## src/source/debug_pkg.sv

```systemverilog
package debug_pkg;

	// widths seen on the host channel and the processor side
	typedef logic [7:0]  byte_t;
	typedef logic [31:0] word_t;
	typedef logic [7:0]  imem_addr_t;
	typedef logic [4:0]  reg_addr_t;
	typedef logic [3:0]  mem_addr_t;

	localparam int BYTES_PER_WORD = 4; // lsb first on the wire
	localparam int N_REGS         = 32;
	localparam int N_MEM_WORDS    = 16;

	// host commands
	localparam byte_t CMD_STEP     = 8'h0F;
	localparam byte_t CMD_CONTINUE = 8'hF0;

	// dump order: pc, cycles, registers, data memory
	typedef enum logic [1:0] {
		DUMP_PC,
		DUMP_CYCLES,
		DUMP_REGS,
		DUMP_MEM
	} dump_sel_t;

	typedef enum logic [2:0] {
		LOAD_COUNT,
		LOAD_WORDS,
		WAIT_CMD,
		CHECK_CMD,
		STEP,
		RUN,
		DUMP
	} debug_state_t;

endpackage
```

## src/source/debug_unit_top.sv

```systemverilog
module debug_unit_top
	import debug_pkg::*;
(
	input  logic       clock_i,
	input  logic       reset_i,
	input  logic       rx_valid_i,
	input  byte_t      rx_byte_i,
	input  logic       tx_done_i,
	output logic       tx_start_o,
	output byte_t      tx_byte_o,
	input  logic       halt_i,
	input  byte_t      pc_i,
	input  byte_t      cycle_count_i,
	input  word_t      reg_data_i,
	input  word_t      mem_data_i,
	output logic       imem_we_o,
	output imem_addr_t imem_addr_o,
	output word_t      imem_data_o,
	output reg_addr_t  reg_addr_o,
	output mem_addr_t  mem_addr_o,
	output logic       pipe_enable_o,
	output logic       loading_o,
	output logic       dump_active_o,
	output logic       ack_o,
	output logic       dump_done_o
);

	logic load_count_en;
	logic load_words_en;
	logic count_taken;   // count byte accepted
	logic load_finished; // last instruction written
	logic dump_start;
	logic dump_finished;

	debug_control u_control (
		.clock_i         (clock_i),
		.reset_i         (reset_i),
		.rx_valid_i      (rx_valid_i),
		.rx_byte_i       (rx_byte_i),
		.halt_i          (halt_i),
		.count_taken_i   (count_taken),
		.load_finished_i (load_finished),
		.dump_finished_i (dump_finished),
		.load_count_en_o (load_count_en),
		.load_words_en_o (load_words_en),
		.dump_start_o    (dump_start),
		.pipe_enable_o   (pipe_enable_o),
		.loading_o       (loading_o),
		.dump_active_o   (dump_active_o),
		.ack_o           (ack_o),
		.dump_done_o     (dump_done_o)
	);

	program_loader u_loader (
		.clock_i         (clock_i),
		.reset_i         (reset_i),
		.load_count_en_i (load_count_en),
		.load_words_en_i (load_words_en),
		.rx_valid_i      (rx_valid_i),
		.rx_byte_i       (rx_byte_i),
		.count_taken_o   (count_taken),
		.load_finished_o (load_finished),
		.imem_we_o       (imem_we_o),
		.imem_addr_o     (imem_addr_o),
		.imem_data_o     (imem_data_o)
	);

	dump_sender u_sender (
		.clock_i         (clock_i),
		.reset_i         (reset_i),
		.dump_start_i    (dump_start),
		.tx_done_i       (tx_done_i),
		.pc_i            (pc_i),
		.cycle_count_i   (cycle_count_i),
		.reg_data_i      (reg_data_i),
		.mem_data_i      (mem_data_i),
		.tx_start_o      (tx_start_o),
		.tx_byte_o       (tx_byte_o),
		.reg_addr_o      (reg_addr_o),
		.mem_addr_o      (mem_addr_o),
		.dump_finished_o (dump_finished)
	);

endmodule

```

## src/source/debug_control.sv

```systemverilog
module debug_control
	import debug_pkg::*;
(
	input  logic  clock_i,
	input  logic  reset_i,
	input  logic  rx_valid_i,
	input  byte_t rx_byte_i,
	input  logic  halt_i,
	input  logic  count_taken_i,
	input  logic  load_finished_i,
	input  logic  dump_finished_i,
	output logic  load_count_en_o,
	output logic  load_words_en_o,
	output logic  dump_start_o,
	output logic  pipe_enable_o,
	output logic  loading_o,
	output logic  dump_active_o,
	output logic  ack_o,
	output logic  dump_done_o
);

	debug_state_t state_q;
	debug_state_t state_next;
	byte_t        cmd_q; // last command byte from the host

	assign load_count_en_o = (state_q == LOAD_COUNT);
	assign load_words_en_o = (state_q == LOAD_WORDS);
	assign loading_o       = load_count_en_o | load_words_en_o;
	assign dump_active_o   = (state_q == DUMP); // outside hands the read ports over

	always_comb
	begin
		state_next = state_q;
		case (state_q)
			LOAD_COUNT:
				if (count_taken_i)
					state_next = LOAD_WORDS;
			LOAD_WORDS:
				if (load_finished_i)
					state_next = WAIT_CMD;
			WAIT_CMD:
				if (rx_valid_i)
					state_next = CHECK_CMD;
			CHECK_CMD:
			begin
				case (cmd_q)
					CMD_STEP:     state_next = STEP;
					CMD_CONTINUE: state_next = RUN;
					default:      state_next = WAIT_CMD; // unknown codes are dropped
				endcase
			end
			STEP:
				state_next = DUMP;
			RUN:
				// halt only matters while running freely
				if (halt_i)
					state_next = DUMP;
			DUMP:
				if (dump_finished_i)
					state_next = WAIT_CMD;
			default:
				state_next = LOAD_COUNT;
		endcase
	end

	always_ff @(posedge clock_i)
	begin
		if (state_q == WAIT_CMD && rx_valid_i)
			cmd_q <= rx_byte_i;
	end

	always_ff @(posedge clock_i)
	begin
		if (reset_i)
		begin
			state_q       <= LOAD_COUNT;
			pipe_enable_o <= 1'b0;
			dump_start_o  <= 1'b0;
			ack_o         <= 1'b0;
			dump_done_o   <= 1'b0;
		end
		else
		begin
			state_q <= state_next;
			// high for the whole STEP or RUN state
			pipe_enable_o <= (state_next == STEP) || (state_next == RUN);
			dump_start_o  <= (state_next == DUMP) && (state_q != DUMP);
			dump_done_o   <= dump_active_o && dump_finished_i;
			// host may talk again after a load or a dump
			ack_o <= (load_words_en_o && load_finished_i) ||
				(dump_active_o && dump_finished_i);
		end
	end

endmodule

```

## src/source/dump_sender.sv

```systemverilog
module dump_sender
	import debug_pkg::*;
(
	input  logic      clock_i,
	input  logic      reset_i,
	input  logic      dump_start_i,
	input  logic      tx_done_i,
	input  byte_t     pc_i,
	input  byte_t     cycle_count_i,
	input  word_t     reg_data_i,
	input  word_t     mem_data_i,
	output logic      tx_start_o,
	output byte_t     tx_byte_o,
	output reg_addr_t reg_addr_o,
	output mem_addr_t mem_addr_o,
	output logic      dump_finished_o
);

	// position registers always point at the next byte to go out,
	// so the read ports settle while the previous byte is in flight
	dump_sel_t  sel_q;
	logic [1:0] byte_idx_q;
	logic       busy_q;
	logic       last_q;   // final memory byte already issued
	logic       send;
	logic       word_end;
	byte_t      cur_byte;

	assign word_end        = (byte_idx_q == 2'(BYTES_PER_WORD - 1));
	assign send            = dump_start_i | (busy_q & tx_done_i & ~last_q);
	assign dump_finished_o = busy_q & tx_done_i & last_q;

	always_comb
	begin
		case (sel_q)
			DUMP_PC:     cur_byte = pc_i;
			DUMP_CYCLES: cur_byte = cycle_count_i;
			DUMP_REGS:   cur_byte = reg_data_i[8*byte_idx_q +: 8];
			default:     cur_byte = mem_data_i[8*byte_idx_q +: 8];
		endcase
	end

	always_ff @(posedge clock_i)
	begin
		if (send)
			tx_byte_o <= cur_byte;
	end

	always_ff @(posedge clock_i)
	begin
		if (reset_i)
		begin
			tx_start_o <= 1'b0;
			busy_q     <= 1'b0;
			last_q     <= 1'b0;
			sel_q      <= DUMP_PC;
			byte_idx_q <= '0;
			reg_addr_o <= '0;
			mem_addr_o <= '0;
		end
		else
		begin
			tx_start_o <= send;
			if (dump_start_i)
				busy_q <= 1'b1;
			else if (dump_finished_o)
			begin
				busy_q <= 1'b0;
				last_q <= 1'b0;
			end
			if (send)
			begin
				case (sel_q)
					DUMP_PC:
						sel_q <= DUMP_CYCLES;
					DUMP_CYCLES:
						sel_q <= DUMP_REGS;
					DUMP_REGS:
					begin
						byte_idx_q <= byte_idx_q + 2'd1;
						if (word_end)
						begin
							reg_addr_o <= reg_addr_o + 5'd1; // wraps to 0 after the last register
							if (reg_addr_o == reg_addr_t'(N_REGS - 1))
								sel_q <= DUMP_MEM;
						end
					end
					default:
					begin
						byte_idx_q <= byte_idx_q + 2'd1;
						if (word_end)
						begin
							mem_addr_o <= mem_addr_o + 4'd1;
							// back at the pc section, ready for the next dump
							if (mem_addr_o == mem_addr_t'(N_MEM_WORDS - 1))
							begin
								sel_q  <= DUMP_PC;
								last_q <= 1'b1;
							end
						end
					end
				endcase
			end
		end
	end

endmodule

```

## src/source/program_loader.sv

```systemverilog
module program_loader
	import debug_pkg::*;
(
	input  logic       clock_i,
	input  logic       reset_i,
	input  logic       load_count_en_i,
	input  logic       load_words_en_i,
	input  logic       rx_valid_i,
	input  byte_t      rx_byte_i,
	output logic       count_taken_o,
	output logic       load_finished_o,
	output logic       imem_we_o,
	output imem_addr_t imem_addr_o,
	output word_t      imem_data_o
);

	byte_t      count_q; // number of instructions announced by the host
	logic [1:0] byte_cnt;
	logic       take_byte;
	logic       word_done;

	assign count_taken_o = load_count_en_i & rx_valid_i;
	assign take_byte     = load_words_en_i & rx_valid_i;
	assign word_done     = take_byte && (byte_cnt == 2'(BYTES_PER_WORD - 1));

	always_ff @(posedge clock_i)
	begin
		if (count_taken_o)
			count_q <= rx_byte_i;
		// new byte enters at the top, first byte ends up lowest
		if (take_byte)
			imem_data_o <= {rx_byte_i, imem_data_o[31:8]};
	end

	always_ff @(posedge clock_i)
	begin
		if (reset_i)
		begin
			byte_cnt        <= '0;
			imem_addr_o     <= '0;
			imem_we_o       <= 1'b0;
			load_finished_o <= 1'b0;
		end
		else
		begin
			imem_we_o       <= word_done; // one cycle after the fourth byte
			load_finished_o <= word_done && (imem_addr_o == imem_addr_t'(count_q - 8'd1));
			if (take_byte)
				byte_cnt <= byte_cnt + 2'd1; // wraps every word
			if (imem_we_o)
				imem_addr_o <= imem_addr_o + 8'd1;
		end
	end

endmodule

```

## config.mk

```make
export PLATFORM = sky130hd
export DESIGN_NAME = debug_unit_top
export DESIGN_NICKNAME = d
export VERILOG_FILES = /design/src/source/debug_pkg.sv /design/src/source/debug_unit_top.sv /design/src/source/debug_control.sv /design/src/source/dump_sender.sv /design/src/source/program_loader.sv
export SDC_FILE = /design/constraint.sdc
export NUM_CORES = 1
export LEC_CHECK = 0
export ABC_AREA = 1
export BUFFER_PORTS_ARGS = -buffer_cell sky130_fd_sc_hd__clkbuf_2
export CAP_MARGIN = 10
export CORE_MARGIN = 10
export CORE_UTILIZATION = 46
export DETAILED_ROUTE_END_ITERATION = 8
export PLACE_DENSITY = 0.77
export SLEW_MARGIN = 20
export SYNTH_ARGS = -nofsm -noshare
export SYNTH_HDL_FRONTEND = slang
export SYNTH_HIERARCHICAL = 1
export SYNTH_SLANG_ARGS = --single-unit
```

## constraint.sdc

```tcl
create_clock -name clock_i -period 1.9 [get_ports clock_i]
set_clock_uncertainty 0.05 [all_clocks]
set_input_delay 0 -clock clock_i [delete_from_list [all_inputs] [get_ports clock_i]]
set_output_delay 0 -clock clock_i [all_outputs]
set_load 0.005 [all_outputs]
```

# After elaboration in Yosys (flattened, before gate mapping)
# Cells that the tools add are included.
[totals] reg_bits=91 in_bits=93
[op_classes] addsub=6 n_eq_ne=21 shift=2 n_mux=21 bitwise=10 reduce_logical=19
[ops] cell="$shiftx 32x6->8" n=2
[ops] cell="$pmux 8 s3" n=1
[ops] cell="$pmux 3 s7" n=1
[ops] cell="$eq 3x3->1 const B" n=6
[ops] cell="$mux 3" n=5
[ops] cell="$add 8x1->8 const B" n=1
[ops] cell="$eq 8x4->1 const B" n=1
[ops] cell="$eq 8x8->1" n=1
[ops] cell="$eq 8x8->1 const B" n=1
[ops] cell="$mux 1" n=8
[ops] cell="$mux 2" n=4
[ops] cell="$sub 8x1->8 const B" n=1
[ops] cell="$eq 2x2->1 const B" n=3
[ops] cell="$eq 3x2->1 const B" n=2
[ops] cell="$logic_and 1x1->1" n=6
[ops] cell="$pmux 2 s3" n=1
[ops] cell="$pmux 3 s2" n=1
[ops] cell="$reduce_and 3->1" n=2
[ops] cell="$add 5x1->5 const B" n=1
[ops] cell="$and 1x1->1" n=5
[ops] cell="$eq 5x5->1 const B" n=1
[ops] cell="$reduce_and 5->1" n=1
[ops] cell="$add 2x1->2 const B" n=2
[ops] cell="$add 4x1->4 const B" n=1
[ops] cell="other kinds (16)" n=21

# Logic depth before layout (Yosys ltp)
[logic_depth] ltp_word=8 ltp_mapped=12 depth_no_buf=11

# Cells and area by module
# Netlist, hierarchy kept.
[by_module_without_submodules] mod="program_loader" n_inst=1 cells_per_inst=172 area_each_um2=2001.9 seq_area_each_um2=1441.4
[by_module_without_submodules] mod="dump_sender" n_inst=1 cells_per_inst=310 area_each_um2=1930.6 seq_area_each_um2=560.5
[by_module_without_submodules] mod="debug_control" n_inst=1 cells_per_inst=82 area_each_um2=696.9 seq_area_each_um2=380.4

# Least setup slack after synthesis
# No wires, ideal clock.
[synth_timing] kind="flip-flop to flip-flop" start="register u_control.state_q[2]" end="register u_loader.load_finished_o" setup_time_ps=64 t_arrival_ps=1633 required_ps=1786 setup_slack_ps=153 stages_incl_launch_ff=13 n_path_buf=1 synth_period_minus_slack_ps=1747 path_cell_list="dfxtp_1 buf_6 inv_2 nand3_2 inv_2 nand2_1 inv_2 nand3_1 nor2_1 nand2_1 nor2_1 nand2_1 nor2_1"
[synth_via] elab_chain_cells=4
[synth_lines] item="from (decl)" line="debug_control.sv:22" rtl="debug_state_t state_q;"
[synth_lines] item="from (signal assigned)" line="debug_control.sv:84" rtl="state_q <= state_next;"
[synth_lines] item="$eq 3x1->1" line="debug_control.sv:27" rtl="assign load_words_en_o = (state_q == LOAD_WORDS);"
[synth_lines] item="net load_words_en" line="debug_unit_top.sv:29" rtl="logic load_words_en;"
[synth_lines] item="$and 1x1->1" line="program_loader.sv:23" rtl="assign take_byte = load_words_en_i & rx_valid_i;"
[synth_lines] item="net u_loader.take_byte" line="program_loader.sv:19" rtl="logic take_byte;"
[synth_lines] item="$logic_and 1x1->1" line="program_loader.sv:24" rtl="assign word_done = take_byte && (byte_cnt == 2'(BYTES_PER_WORD - 1));"
[synth_lines] item="$logic_and 1x1->1" line="program_loader.sv:47" rtl="load_finished_o <= word_done && (imem_addr_o == imem_addr_t'(count_q - 8'd1));"
[synth_lines] item="to (signal assigned)" line="program_loader.sv:47"
[synth_lines] item="to (decl)" line="program_loader.sv:11" rtl="output logic load_finished_o,"
# The timed path passes the listed nets, and every way through them passes these cells.
# A chain may end at the register's enable or synchronous reset.

# Worst setup path after layout
[layout_timing] start="register u_sender.sel_q[0]" end="register u_sender.tx_byte_o[4], data pin"
[layout_via] elab_chain_cells=2 word_cells_on_any_way=4 cone_classes="eq/ne: 2; mux: 1; reduce/logical: 1"
[layout_lines] item="from (decl)" line="dump_sender.sv:21" rtl="dump_sel_t sel_q;"
[layout_lines] item="from (signal assigned)" line="dump_sender.sv:56" rtl="sel_q <= DUMP_PC;"
[layout_lines] item="from (signal assigned)" line="dump_sender.sv:75" rtl="sel_q <= DUMP_CYCLES;"
[layout_lines] item="from (signal assigned)" line="dump_sender.sv:77" rtl="sel_q <= DUMP_REGS;"
[layout_lines] item="$eq 2x2->1 (tied with other cells)" line="dump_sender.sv:35" rtl="case (sel_q)"
[layout_lines] item="$pmux 8 s3 *" line="dump_sender.sv:35"
[layout_lines] item="net u_sender.cur_byte[4]" line="dump_sender.sv:27" rtl="byte_t cur_byte;"
[layout_lines] item="to (signal assigned)" line="dump_sender.sv:46" rtl="tx_byte_o <= cur_byte;"
[layout_lines] item="to (decl)" line="dump_sender.sv:13" rtl="output byte_t tx_byte_o,"
# The timed path passes the listed nets; every way through them passes the cells marked *.

==> run_results.csv <==
group,metric,value,unit
outcome,status,"complete, no violations",
yosys,syn_area,0.004629,mm2
worst_setup_path,reg2reg_depth,9,
min_path,hold_class,"in2reg",
drt,drcViolationCount,0,
worst_setup_path,critPathLaunchType,"flip-flop",
clock_tree,cts.clk_slew.worst_paths,0.10,ns
timing,fmax,583.5,MHz
timing,drv_slew,0,
clock_tree,htree_levels,3,
place,dp_hpwl,9.704,mm
clock_tree,cts_root_buf,"clkbuf_8",
yosys,ys.flop_type,"edfxtp_1",
global_route,grt_use_total,17.36,%
timing,setup_violations,0,
timing,period_minus_slack,1.714,ns
layout,drive_gt1_share,28.57,%
worst_setup_path,r2r_slack,0.19,ns
place,place_ws,0.1959,ns
worst_setup_path,crit_required,1.97,ns
layout,area_growth,30.24,%
power_and_ir_drop,peakVddDrop,0.3678,mV
global_route,grt_pass1_vias,4395,
die,fp-row-count,36,
worst_setup_path,critical_path_buf_inv_count,2,
worst_setup_path,critPathSlowestCell,"dfxtp_1",
yosys,synth_common_cells,"nand2_1 (112), nor2_1 (103), inv_1 (62), edfxtp_1 (56), nand3_1 (49)",
worst_setup_path,worstPathArrival,1.79,ns
timing,worst_slew_pin_slew,0.4113,ns
worst_setup_path,cp_slowest_stage_delay,0.39,ns
yosys,syn_area_per_cell,8.208,um2
die,die_area,0.01448,mm2
clock_tree,clock_latency,0.37,ns
yosys,yosysSeqAreaShare,51.46,%
drt,vias,4407,
yosys,ys_types,31,
yosys,synth_area_leader_cell,"edfxtp_1",
drt,wl_per_cell,14.51,um
die,die_w,120.3,um
worst_setup_path,cp.depth,9,
drt,routed_wl,12.90,mm
global_route,overflow,0,
yosys,syn-num-nets,668,
yosys,synth_top_cell_area_share,36.32,%
layout,final_nets,855,
place,io_buffer_count,156,
clock_tree,cts_num_sinks,91,
worst_setup_path,cp_max_fo,47,
layout,seq_area,0.002384,mm2
clock_tree,cts-buffers-inserted,9,
timing,fin_setup_tns,0,ns
clock_tree,cts_tree,"yes",
power_and_ir_drop,p_leak,0.002775,uW
worst_setup_path,path_cells,"inv_1 > ha_1 > buf_12 > nor2_1 > nor2_1 > o21ai_0 > nand3_1 > nand3_1 > nand2_1",
timing,fin_crit_sh,90.20,%
min_path,holdPathStages,5,
run,maxCapViolations,0,
yosys,synth_area_leaders,"edfxtp_1 (36%), dfxtp_1 (15%), nand2_1 (9.1%)",
layout,fill_cells,830,
die,coreArea,0.009774,mm2
yosys,synth_most_common_cell,"nand2_1",
timing,final_hold_viol_count,0,
layout,diodes,0,
die,fp.dieH,120.3,um
place,gp_congestion,0.8880,
drt,via_per_inst,4.957,
drt,drt_iter0_markers,309,
clock_tree,ctsLongestPathBuffers,2,
die,initial_utilization,47.36,%
global_route,grt_pass1_wl,20.82,mm
power_and_ir_drop,power.density,640.6,mW/mm2
timing,slew_headroom,72.58,%
drt,dr.pass1.iters,5,
place,dpl_cell_area,0.005548,mm2
yosys,synth_seq_cells,91,
die,io_pins,157,
drt,drtAntennaViolNets,0,
yosys,synth-async-reset-ratio,0,%
yosys,postSynthCellCount,564,
timing,setup_ws,0.1862,ns
yosys,synth_edf_count,56,
worst_setup_path,end_kind,"flip-flop",
global_route,grt_max_degree,48,
worst_setup_path,critical_path.top_delay_family,"simple AND/OR/NAND/NOR gates",
worst_setup_path,worstSetupPathType,"reg2reg",
layout,multiInputGateArea,0.001844,mm2
timing,rsz0062_at_grt,"false",
layout,final_cell_area,0.006030,mm2
yosys,ys_warn_count,6,
global_route,antenna_found_initial,0,
-- cell usage in the layout (no fill, tap or decap) --
cell	count
o21ai_1	6
nand2_2	7
nor2_2	6
nor3_1	4
a21oi_1	22
o21ai_0	30
nor3_2	2
clkbuf_8	9
nand3b_1	1
nand2_1	112
buf_4	7
nor2_1	103
ha_1	11
o21bai_1	1
inv_6	2
nand3_1	49
edfxtp_1	56
or2_2	1
inv_1	62
and2_1	1
dlygate4sd3_1	28
buf_12	2
nand3_2	5
clkinv_4	1
nor2_4	1
clkbuf_2	156
inv_8	3
a22o_1	8
nand4_1	6
clkinv_8	1
inv_2	11
dfxtp_1	34
xor2_1	4
a21boi_2	1
clkinv_1	2
dfxtp_2	1
-- cell type report --
cell class	instances	area share (%)
clock buffer	9	2.054
clock inverter	7	1.266
inverter	75	4.669
multi-input combinational	381	30.59
sequential	91	39.53
tap	133	2.760
timing repair buffer	193	19.13
-- layer usage --
layer | part of all wire, % | routed length (um) | track usage [%] | vias up
met3 | 6.9 | 894 | 4.374 | 23
li1 | - | - | - | 2205
met1 | 40 | 5176 | 19.89 | 2021
met5 | 0 | 0 | 0 | -
met4 | 2.1 | 272 | 5.882 | 0
met2 | 51 | 6554 | 30.85 | 158
-- worst register-to-register path, cell delays in order (launching register included) --
cell	delay, ns
dfxtp_1	0.39
inv_1	0.08
ha_1	0.24
buf_12	0.19
nor2_1	0.14
nor2_1	0.04
o21ai_0	0.08
nand3_1	0.12
nand3_1	0.11
nand2_1	0.05
-- through the flow --
step	hold WS, ns	cells	utilization, %	power (uW)
finish	0.02319	889	61.69	3862
global route	0.01973	889	61.69	4028
CTS	0.004137	889	61.67	3903
detailed placement	0.1659	845	56.76	2545
global placement	0.1677	845	56.76	2532
floorplan	0.01907	564	-	2361
-- sequential cells by signal (all words and copies together) (netlist names), 2 cells and up --
signal                flops
u_loader/imem_data_o     32
u_control/cmd_q           8
u_loader/count_q          8
u_loader/imem_addr_o      8
u_sender/tx_byte_o        8
u_sender/reg_addr_o       5
u_sender/mem_addr_o       4
u_control/state_q         3
u_loader/byte_cnt         2
u_sender/byte_idx_q       2
u_sender/sel_q            2
-- final timing paths --
check,from,to
min,reg_data_i[0],u_sender/tx_byte_o[0]
max reg2reg,u_sender/sel_q[0],u_sender/tx_byte_o[4]
max,u_sender/sel_q[0],u_sender/tx_byte_o[4]
min reg2reg,u_loader/imem_data_o[20],u_loader/imem_data_o[12]
-- repair_timing --
item                       CTS  global route
setup endpoints to repair    0             1
gates resized for setup      0             1
hold buffers                28             0
setup buffers                0             0
hold endpoints to repair    41             0
-- report_power, final --
part / switching (uW) / internal, uW / leakage [uW] / total, uW
Clock: 785 / 526 / 0.000103 / 1310
Combinational: 182 / 193 / 0.00187 / 375
Sequential: 30.1 / 2150 / 0.000797 / 2180
-- logic make-up after synthesis --
family	Yosys count	share of synthesized area, %
DFF	91	51.46
adders and majority gates	11	2.973
buffers and inverters	92	8.703
AOI/OAI and AO/OA	68	8.189
xor gates and xnor gates	4	0.7567
and+or+nand+nor	298	27.92
No activity file was read; power rests on OpenSTA's default activity.
